--- src/hw/dmem_settings.svh ---
`ifndef DMEM_SETTINGS_SVH
`define DMEM_SETTINGS_SVH

// byte address into the data RAM
`define ADDR_WIDTH 17

// tag that follows each load/store back to the core
`define NICK_WIDTH 4

// entries in the load/store queue, not counting the one in the cache holder
`define LSQ_DEPTH 4

`define RAM_BYTES (1 << `ADDR_WIDTH)

`endif

--- src/hw/busPkg.sv ---
`default_nettype none

`include "dmem_settings.svh"

package busPkg;

    // encoded so that the value is also the index of the top byte lane
    typedef enum logic [1:0] {
        lenByte = 2'd0,
        lenHalf = 2'd1,
        lenWord = 2'd3
    } memLen_t;

    typedef union packed {
        logic [31:0]     word;
        logic [3:0][7:0] lanes;     // lane 0 is the lowest address, little-endian
    } dataWord_u;

    typedef struct packed {
        logic                   isStore;
        logic [`ADDR_WIDTH-1:0] addr;
        memLen_t                len;
        dataWord_u              data;
    } memReq_t;

    typedef struct packed {
        logic dataBlocked;          // bit 1
        logic fetchBusy;            // bit 0
    } memWait_t;

endpackage

`default_nettype wire

--- src/hw/memController.sv ---
`default_nettype none

`include "dmem_settings.svh"

module memController import busPkg::*; (
    input  logic                   clk,
    input  logic                   rst,
    input  logic                   fetchEn,
    input  logic [`ADDR_WIDTH-1:0] fetchAddr,
    output logic                   fetchDone,
    output dataWord_u              fetchWord,
    input  logic                   dataEn,
    input  memReq_t                dataReq,
    output logic                   dataDone,
    output dataWord_u              dataRdata,
    output memWait_t               memWait,
    output logic [`ADDR_WIDTH-1:0] ramAddr,
    output logic                   ramWe,
    output logic [7:0]             ramWdata,
    input  logic [7:0]             ramRdata
);

    typedef enum logic [1:0] {
        stIdle,
        stFetch,
        stData
    } ctrlState_t;

    ctrlState_t             state;
    logic                   fetchPending;
    logic [`ADDR_WIDTH-1:0] fetchBase;
    memReq_t                req;
    logic [2:0]             cnt;        // cycles spent in the current transfer
    logic [2:0]             byteCount;
    logic [1:0]             laneIdx;
    logic [`ADDR_WIDTH-1:0] offset;
    logic                   accept;
    dataWord_u              rdBuf;
    dataWord_u              assembled;

    assign byteCount = {1'b0, req.len} + 3'd1;
    assign laneIdx   = cnt[1:0] - 2'd1;   // read data lags the address by one cycle
    assign offset    = {{(`ADDR_WIDTH - 3){1'b0}}, cnt};
    assign accept    = (state == stIdle) && !fetchPending && dataEn;

    always_comb begin
        assembled = rdBuf;
        if (state != stIdle && cnt != 3'd0) begin
            assembled.lanes[laneIdx] = ramRdata;
        end
    end

    assign fetchWord = assembled;
    assign dataRdata = assembled;
    assign fetchDone = (state == stFetch) && (cnt == 3'd4);
    assign dataDone  = (state == stData) &&
                       (req.isStore ? (cnt == byteCount - 3'd1) : (cnt == byteCount));

    assign memWait.fetchBusy   = fetchPending || (state == stFetch);
    assign memWait.dataBlocked = fetchPending || (state != stIdle);

    always_comb begin
        ramAddr  = '0;
        ramWe    = 1'b0;
        ramWdata = '0;
        if (state == stFetch && cnt != 3'd4) begin
            ramAddr = fetchBase + offset;
        end else if (state == stData && cnt < byteCount) begin
            ramAddr  = req.addr + offset;
            ramWe    = req.isStore;
            ramWdata = req.data.lanes[cnt[1:0]];
        end
    end

    always_ff @(posedge clk) begin
        if (rst) begin
            state        <= stIdle;
            fetchPending <= 1'b0;
            cnt          <= '0;
        end else begin
            case (state)
                stIdle: begin
                    cnt <= '0;
                    if (fetchPending) begin
                        state        <= stFetch;
                        fetchPending <= 1'b0;
                    end else if (dataEn) begin
                        state <= stData;
                    end
                end
                stFetch: begin
                    if (fetchDone) begin
                        state <= stIdle;
                        cnt   <= '0;
                    end else begin
                        cnt <= cnt + 3'd1;
                    end
                end
                default: begin
                    if (dataDone) begin
                        state <= stIdle;
                        cnt   <= '0;
                    end else begin
                        cnt <= cnt + 3'd1;
                    end
                end
            endcase
            if (fetchEn) begin
                fetchPending <= 1'b1;     // held until the bus is free
            end
        end
    end

    always_ff @(posedge clk) begin
        if (fetchEn) begin
            fetchBase <= fetchAddr;
        end
        if (accept) begin
            req <= dataReq;
        end
        if (state != stIdle) begin
            rdBuf <= assembled;
        end
    end

endmodule

`default_nettype wire

--- config.mk ---
export PLATFORM = sky130hd
export DESIGN_NAME = memController
export DESIGN_NICKNAME = d
export VERILOG_FILES = /design/src/hw/busPkg.sv /design/src/hw/memController.sv
export VERILOG_INCLUDE_DIRS = /design/src /design/src/hw
export SDC_FILE = /design/constraint.sdc
export NUM_CORES = 1
export LEC_CHECK = 0
export BUFFER_PORTS_ARGS = -buffer_cell sky130_fd_sc_hd__buf_2
export CAP_MARGIN = 20
export CELL_PAD_IN_SITES_DETAIL_PLACEMENT = 0
export CELL_PAD_IN_SITES_GLOBAL_PLACEMENT = 1
export CORE_ASPECT_RATIO = 1.75
export CORE_MARGIN = 3
export CORE_UTILIZATION = 40
export DETAILED_ROUTE_END_ITERATION = 16
export PLACE_DENSITY_LB_ADDON = 0.1
export SLEW_MARGIN = 10
export SYNTH_ARGS = -nofsm -noshare
export SYNTH_HDL_FRONTEND = slang
export SYNTH_SLANG_ARGS = --single-unit
--- constraint.sdc ---
create_clock -name clk -period 4.2 [get_ports clk]
set_input_delay 0.84 -clock clk [delete_from_list [all_inputs] [get_ports clk]]
set_output_delay 0.84 -clock clk [all_outputs]
set_load 0.02 [all_outputs]
* Word-level counts from Yosys, hierarchy flattened *
Index checks and enable logic that the tools add are counted.

cells by class
  $add $sub $neg = 6
  order comparisons = 4
  eq/ne operators = 8
  mux-type cells = 23
  reductions and logical operators = 17

operators with widths
  kind                   number
  $add A17 B3 Y17        2
  $mux W17               2
  $bwmux W32             1
  $mux W32               1
  $mux W8                4
  $bmux W8 S2            1
  $demux W8 S2           1
  $logic_and A1 B1 Y1    8
  $mux W2                4
  $eq A3 B3 Y1           2
  $lt A2 B3 Y1 const B   2
  $mux W3                2
  $ne A3 B3 Y1 const B   2
  $pmux W3 S2            1
  $reduce_bool A3 Y1     2
  $mux W1                5
  $pmux W2 S2            1
  $reduce_bool A2 Y1     2
  $add A2 B1 Y3 const B  1
  $add A3 B1 Y3 const B  1
  $eq A3 B3 Y1 const B   1
  $lt A3 B3 Y1           1
  $reduce_and A3 Y1      1
  $sub A3 B1 Y3 const B  1
  other kinds (8)        9

word-level totals
  flip-flop bits (word level) = 107
  bits of input ports = 81
  output and inout bits = 94
  word-level logic and storage cells = 67

* Depth between registers and ports, before layout *
Gate-level depths: netlist of run 1.

  depth after elaboration = 7
  gate-level depth with buffers = 9
  gate-level depth less buffers = 8

* Worst setup path before layout of run 1 *
No wires, ideal clock.

  kind = input port to flip-flop
  from = input port dataEn
  to = register req[0] in the netlist's numbering, enable pin
  library setup time = 0.464 ns
  arrival = 3.073 ns
  data required time = 3.736 ns
  slack = 0.663 ns
  stages on the path = 2
  buffers on the path = 0
  path through = inv_1 -> nor2_1

on the way
  word-level cells in the longest chain between the ends = 1

RTL lines
  element                 line                  RTL
  start: declaration      memController.sv:12   input logic dataEn,
  $logic_and A1 B1 Y1     memController.sv:44   assign accept = (state == stIdle) && !fetchPending && dataEn;
  via accept              memController.sv:37   logic accept;
  end signal: assignment  memController.sv:119  req <= dataReq;
  end: declaration        memController.sv:32   memReq_t req;

The timed path passes the listed nets, and every way through them passes these cells.
A chain may end at the register's enable or synchronous reset.

* Worst setup path after layout of run 1 *
  from = register req[32] in the netlist's numbering
  to = output port ramAddr[3]

on the way
  word-level cells in the longest chain between the ends = 5

RTL lines
  element              line                 RTL
  $add A2 B1 Y3        memController.sv:41  assign byteCount = {1'b0, req.len} + 3'd1;
  $lt A3 B3 Y1         memController.sv:68  end else if (state == stData && cnt < byteCount) begin
  $logic_and A1 B1 Y1  memController.sv:68
  $mux W17             memController.sv:68
  $mux W17             memController.sv:66  if (state == stFetch && cnt != 3'd4) begin
  end: declaration     memController.sv:17  output logic [`ADDR_WIDTH-1:0] ramAddr,

No other way between the ends.

==> summary.md, run 1 <==
| Metric | Value |
|---|---|
| Status | completed |
| Share of Yosys cell area claimed by the top area cell type | 57.7% |
| Max Cap Violations | 0 |
| Vias after detailed routing | 3407 |
| Clock latency at the later pin of the worst-skew pair | 0.35 ns |
| Power, Total | 2.78 mW |
| Buffers and inverters on the worst path | 2 |
| # diodes | 0 |
| Layout cells sized above 1 | 46.5% |
| GPL Wtd Cong | 0.760 |
| Cell accounting for the most synthesized area | edfxtp_1 |
| Crit path required time | 3.36 ns |
| Max Clock Skew | 0.00930 ns |
| Final Critical Period | 3.53 ns |
| Setup TNS | 0 ns |
| Die Width | 92.6 um |
| Global-route wire length before repair | 17900 um |
| Via/cell ratio | 4.95 |
| Synthesis-to-layout area growth | 21.5% |
| RSZ-0062 raised after global routing | false |
| CTS Sinks | 107 |
| Slew Limit Fails | 0 |
| Max clock buf depth | 2 |
| Post-synth EDFFs | 101 |
| Tcrit/Tclk final | 84.0% |
| Crit-path slowest cell | edfxtp_1 |
| Busiest grt layer | met2 |
| Hold_buf cts | 0 |
| Crit path top cell by count | ha_1 |
| Tightest Pin Transition | 0.733 ns |
| DR pass1 iterations | 4 |
| Top-count cell post-synth | edfxtp_1 |
| Worst Setup Start Kind | flip-flop |
| Synthesized Nets | 463 |
| FMAX | 283 MHz |
| GR Overflow Total | 0 |
| Leak | 2.61 nW |
| Ys Warns | 0 |
| Critical Path, Cell by Cell | ha_1, inv_1, ha_1, nor2b_1, o21ai_0, nand2_1, o32ai_1, buf_2 |
| Crit-path max FO | 16 |
| Vias in the first global route | 3514 |
| Hold Crit Class | flip-flop to flip-flop |
| H-tree levels | 3 |
| # port buffers | 174 |
| Fin nets | 614 |
| Dominant synthesized flop cell | edfxtp_1 |
| Seq/Total Area, Yosys | 60.0% |
| Synth unique cells | 44 |
| CP max stage delay | 0.43 ns |
| Synth top cells by count | 101 x edfxtp_1, 34 x buf_4, 31 x mux2_2 |
| Met2 Usage GRT | 30.8% |
| Die area | 14600 sq um |
| Slew headroom | 51.0% |
| Row cnt | 54 |
| CTS Buf Count | 9 |
| Share of flip-flops with an asynchronous set or reset | 0% |
| Pin count of the biggest net entering global routing | 29 |
| Avg WL per Cell | 17.2 um |
| Top-Level Pins | 175 |
| Cells after Synth | 364 |
| Cell Area, Placed | 6110 sq um |
| DRT antenna net count | 0 |
| Crit path kind | flip-flop to primary output |
| CP Data Arrival Time | 2.69 ns |
| Top post-synthesis cells by area | edfxtp_1 58%, mux2_2 6.6%, buf_4 4.9% |
| Global Route Usage Sum | 16.3% |
| CTS tree | done |
| Initial antenna violation count | 0 |
| Post_cts resized | 0 |
| Synth Register Bits | 107 |
| Power Density | 435 nW/um^2 |
| DRC | 0 |
| Min Hold Slack | 0.482 ns |
| Core area | 12600 sq um |
| Synthesized area | 5250 sq um |
| Fin. Hold Viols | 0 |
| Met3 global-route usage | 3.85% |
| Design area | 6380 sq um |
| Peak VDD IR | 0.232 mV |
| Syn_area_per_cell | 14.4 sq um |
| Crit end category | primary output |
| Root Buffer | clkbuf_16 |
| Endpoints failing setup | 0 |
| Post-CTS Setup Bufs | 0 |
| Grt met1 use | 16.9% |
| Drt total wl | 11800 um |
| Initial Util | 41.6% |
| DRT iter0 DRCs | 100 |
| Kind of cell adding the most delay to the critical path | adder cells |
| Die Y | 158 um |
| Reg clk slew, reported paths | 0.07 ns |
| Post-DP HPWL | 9090 um |
-- report_power, final --
part / leakage [nW] / internal [mW] / switching [mW]
Clock: 0.133 / 0.409 / 0.377
Combinational: 1.47 / 0.236 / 0.404
Sequential: 1.01 / 1.31 / 0.0425
Total: 2.61 / 1.95 / 0.824
-- tightest hold or removal path, delay by kind of cell, from the launching register on --
family	cells	cell delay, ns
flip-flops	1	0.33
AND/OR/NAND/NOR	1	0.06
AO/OA/AOI/OAI	1	0.05
-- cell type report --
type                       instances  area, sq um
inverter                          16         60.1
clock buffer                      10          229
timing repair buffer             180          916
fill                            1170         6250
multi-input combinational        201         1770
tap                              168          210
sequential                       107         3150
clock inverter                     6         48.8
-- state kept, by name, indices dropped and copies added, names as in the netlist --
| name | count |
|---|---|
| state | 2 |
| req | 52 |
| fetchBase | 17 |
| cnt | 3 |
| fetchPending | 1 |
| rdBuf | 32 |
-- final timing paths --
| kind | end | depth (start not counted) | slack [ns] | start |
|---|---|---|---|---|
| worst max-delay path | ramAddr[3] | 8 | 0.67 | req[32]$_DFFE_PP_ |
| worst min-delay path | state[0]$_SDFFE_PP0P_ | 2 | 0.48 | fetchPending$_SDFFE_PP0P_ |
| worst max register to register | rdBuf[6]$_DFFE_PN_ | 6 | 1.97 | cnt[0]$_SDFF_PP0_ |
| worst min register to register | state[0]$_SDFFE_PP0P_ | 2 | 0.48 | fetchPending$_SDFFE_PP0P_ |
-- metal layers --
layer / wire length, um / vias to the layer above
met4: 347 / 0
met1: 4260 / 1648
met5: 0 / -
met2: 6570 / 110
li1: - / 1630
met3: 665 / 19
-- kinds of logic (layout without fill, tap and decap cells) --
kind of cell	after synthesis	after routing	share of synthesized area, %
AOI/OAI and AO/OA	37	37	4.98
xor gates and xnor gates	32	32	5.91
adders and majority gates	18	18	4.57
buffers and inverters	56	212	6.48
DFF	107	107	60.0
muxes	40	40	10.3
and+or+nand+nor	74	74	7.74
-- stage by stage --
stage	setup WS, ns	instances	util [%]
after floorplan	0.663	364	-
after global placement	1.04	672	48.3
after detailed placement	1.03	672	48.3
after CTS	0.658	688	50.5
after global routing	0.358	688	50.5
final	0.672	688	50.5
-- cells in the final DEF, fill, tap and decap left out, drive strengths merged, types with 6 or more instances in the layout --
cell / synthesis / final
ha: 16 / 16
dfxtp: 6 / 6
edfxtp: 101 / 101
mux4: 8 / 8
nand2: 17 / 17
o22ai: 15 / 15
and3: 11 / 11
mux2: 32 / 32
nand4: 6 / 6
nand3: 6 / 6
nor2: 12 / 12
clkbuf: 3 / 10
xor2: 18 / 18
xnor2: 12 / 12
buf: 37 / 180
inv: 16 / 18
(Power assumes the default switching activity.)
==> inputs of run 2 (changes only) <==
- ABC_AREA: not set -> 1
- CORE_UTILIZATION: 40 -> 35
- clock period: 4.2 -> 3.15 ns (I/O delays scaled with it)
==> run 2 against run 1 <==
Combinational power up 25%. Wire length up 27%. Via count up 27%. First-iteration DRC count up 83%. Critical path depth unchanged. Synthesized cell count up 52%. Hold slack worse by 0.031 ns. Global-route usage up 0.86 points. Setup slack worse by 0.54 ns. Final area up 6.1%.
==> summary.md, run 2 <==
| Metric | Value |
|---|---|
| Core area | 15500 sq um (+22%) |
| CTS Sinks | 107 (unchanged) |
| Critical path endpoint | ramAddr[2] |
| Vias after detailed routing | 4327 (+27%) |
| Multi-input logic area | 1910 sq um (+8.3%) |
| Fin nets | 803 (+31%) |
| Top-count cell post-synth | nand2_1 |
| Endpoints failing setup | 0 (unchanged) |
| Post-synth EDFFs | 101 (unchanged) |
| Share of flip-flops with an asynchronous set or reset | 0% (unchanged) |
| CTS tree | done |
| Worst R2R Path Depth | 4 (-2) |
| Min Hold Slack | 0.451 ns (-0.0306 ns) |
| Design area | 6780 sq um (+6.1%) |
| CP max stage delay | 0.43 ns (about the same) |
| Leak | 2.98 nW (+14%) |
| Synthesized Nets | 652 (+41%) |
| Cell accounting for the most synthesized area | edfxtp_1 |
| Worst Setup Start Kind | flip-flop |
| Top-Level Pins | 175 (unchanged) |
| DR pass1 iterations | 4 (unchanged) |
| RR Startpoint | state[1]$_SDFFE_PP0P_ |
| Register area | 3160 sq um (+0.16%) |
| Slew headroom | 53.1% (+2.1 points) |
| Fin. Hold Viols | 0 (unchanged) |
| Power Density | 543 nW/um^2 (+25%) |
| Cells after Synth | 553 (+52%) |
| Final Critical Period | 3.02 ns |
| Row cnt | 60 (+11%) |
| R2r endpoint | req[48]$_DFFE_PP_ |
| H-tree levels | 3 (unchanged) |
| CP Data Arrival Time | 2.39 ns (-0.30 ns) |
| Tightest Pin Transition | 0.703 ns (-0.0303 ns) |
| RSZ-0062 raised after global routing | true |
| Root Buffer | clkbuf_16 |
| CTS Buf Count | 9 (unchanged) |
| Top flop regs | req (52), rdBuf (32), fetchBase (17) |
| Layout Cells excl Fill | 896 (+30%) |
| DRC | 0 (unchanged) |
| Largest register by flop count | req |
| Initial Util | 35.8% (-5.7 points) |
| Max Clock Skew | 0.0119 ns (+0.00257 ns) |
| Die area | 17400 sq um (+19%) |
| Hold Crit Class | input pin to flip-flop |
| Avg WL per Cell | 16.8 um (-2.3%) |
| Hold wc startpoint | dataReq[4] |
| Die Y | 172 um (+9.4%) |
| Synth unique cells | 41 (-6.8%) |
| Ys Warns | 0 (unchanged) |
| Global Route Usage Sum | 17.1% (+0.86 points) |
| DRT iter0 DRCs | 183 (+83%) |
| Status | completed |
| Tcrit/Tclk final | 95.9% |
| Max Cap Violations | 0 (unchanged) |
| Slew Limit Fails | 0 (unchanged) |
| Layout cells sized above 1 | 35.8% (-11 points) |
| Peak VDD IR | 0.274 mV (+18%) |
| Inst Count DP | 878 (+31%) |
| Synth top cells by count | 108 x nand2_1, 101 x edfxtp_1, 52 x inv_1 |
| Syn_area_per_cell | 10.0 sq um (-31%) |
| GPL Wtd Cong | 0.826 (+8.6%) |
| Synthesized area | 5540 sq um (+5.5%) |
| Seq/Total Area, Yosys | 56.9% (-3.1 points) |
| Commonest cells after routing, fill and taps aside | 171 x buf_2, 104 x nand2_1, 101 x edfxtp_1 |
| Layout fillers | 1564 (+34%) |
| Crit-path slowest cell | edfxtp_1 |
| Max reg flops | 52 (unchanged) |
| Post-layout util | 43.8% (-6.7 points) |
| Crit-path max FO | 13 (-3) |
| Max clock buf depth | 2 (unchanged) |
| Pin count of the biggest net entering global routing | 53 (+83%) |
| Critical Path, Cell by Cell | ha_1, inv_1, ha_1, nand2_1, o211ai_4, inv_4, a32o_1, buf_2 |
| Leading cell type in the layout, fill and taps excluded | buf_2 |
| Crit path top cell by count | ha_1 |
| Synth Register Bits | 107 (unchanged) |
| Post-DP HPWL | 11800 um (+30%) |
| Crit path kind | flip-flop to primary output |
| # port buffers | 174 (unchanged) |
| FMAX | 331 MHz |
| Crit path required time | 2.52 ns (-0.84 ns) |
| Initial antenna violation count | 1 (+1) |
| DRT antenna net count | 0 (unchanged) |
| GR Overflow Total | 0 (unchanged) |
| Synthesis-to-layout area growth | 22.2% |
| Via/cell ratio | 4.83 (-2.5%) |
| Critical Path Start | req[32]$_DFFE_PP_ |
| Top post-synthesis cells by area | edfxtp_1 55%, nand2_1 7.3%, buf_4 4.5% |
| R2r setup slk | 1.27 ns (-0.70 ns) |
| Clock latency at the later pin of the worst-skew pair | 0.35 ns (about the same) |
| Vias in the first global route | 4401 (+25%) |
| Cell Area, Placed | 6380 sq um (+4.5%) |
| Drt total wl | 15100 um (+27%) |
| Die Width | 101 um (+9.2%) |
| Reg clk slew, reported paths | 0.08 ns (about the same) |
| Dominant synthesized flop cell | edfxtp_1 |
| Crit end category | primary output |
| Share of Yosys cell area claimed by the top area cell type | 54.7% (-3.0 points) |
| Global-route wire length before repair | 22600 um (+27%) |
## run 2: cell types whose count changed after synthesis, moves of 8 or more
cell | before | now
a21oi_1 | 4 | 20
and3_1 | 11 | 0
inv_1 | 16 | 52
mux2_2 | 31 | 0
mux4_2 | 8 | 0
nand2_1 | 17 | 108
nand2_2 | 0 | 9
nand3_1 | 6 | 28
nor2_1 | 12 | 46
o21ai_0 | 5 | 25
o21ai_1 | 0 | 29
o22ai_1 | 15 | 5
xnor2_1 | 12 | 2
xor2_1 | 18 | 2
## run 2: area by class of cell
type | count | share of cell area [%]
flip-flops and latches | 107 | 46.6
repair buffers | 183 | 14.1
well taps | 186 | 3.43
clock buffers | 9 | 3.32
diodes | 1 | 0.0369
inverters | 59 | 3.34
clock inverters | 7 | 0.886
multi-input cells | 344 | 28.2
## run 2: cell families (layout without fill, tap and decap cells)
family	Yosys count	after routing	synth area share (%)
compound gates	96	96	9.98
flops	107	107	56.9
buf+inv	102	258	9.89
fa+ha+maj	18	18	4.33
other cells	0	1	0
simple gates	226	226	18.3
xor+xnor	4	4	0.632
## run 2: metal layers
metal	global-route usage (%)	share of wire [%]	vias to the layer above
li1	-	-	2156
met1	16.2	34	2026
met2	35.0	59	128
met3	3.27	4.6	17
met4	5.90	2.0	0
met5	0	0	-
## run 2: what timing repair did
action	in CTS	in global routing
setup buffers	0	1
hold buffers	0	0
cloned	0	0
gates resized for setup	4	26
hold endpoints to repair	0	0
endpoints found under the setup margin	6	14
pin swaps	1	5
## run 2: worst min-delay path by stage
| stage | cells after the start | slack, ns | to |
|---|---|---|---|
| 6_report | 1 | 0.45 | req[4]$_DFFE_PP_ |
| 3_5_place_dp | 2 | 0.49 | state[0]$_SDFFE_PP0P_ |
| 2_1_floorplan | 2 | 0.45 | state[0]$_SDFFE_PP0P_ |
| 5_1_grt | 1 | 0.44 | req[13]$_DFFE_PP_ |
| 3_3_place_gp | 2 | 0.48 | state[0]$_SDFFE_PP0P_ |
| 4_1_cts | 1 | 0.43 | req[7]$_DFFE_PP_ |
## run 2: where the power goes
part | total [mW] | leakage (nW) | internal [mW] | switching (mW)
clock network | 1.09 | 0.136 | 0.551 | 0.541
registers | 1.78 | 1.01 | 1.72 | 0.0631
logic | 0.800 | 1.83 | 0.255 | 0.545
## run 2: per-stage QoR
| stage | setup TNS [ns] | total power [mW] | setup WS (ns) |
|---|---|---|---|
| CTS | 0 | 3.73 | 0.00881 |
| global placement | 0 | 2.61 | 0.325 |
| floorplan | 0 | 2.37 | 0.213 |
| global route | -0.0114 | 3.86 | -0.0106 |
| finish | 0 | 3.68 | 0.129 |
| detailed placement | 0 | 2.61 | 0.244 |
## run 2: worst max-delay path, delay by kind of cell, from the launching register on
family / cells / cell delay, ns
adders and majority gates: 2 / 0.59
DFF: 1 / 0.43
and+or+nand+nor: 1 / 0.10
buffers and inverters: 3 / 0.36
AOI/OAI and AO/OA: 2 / 0.57
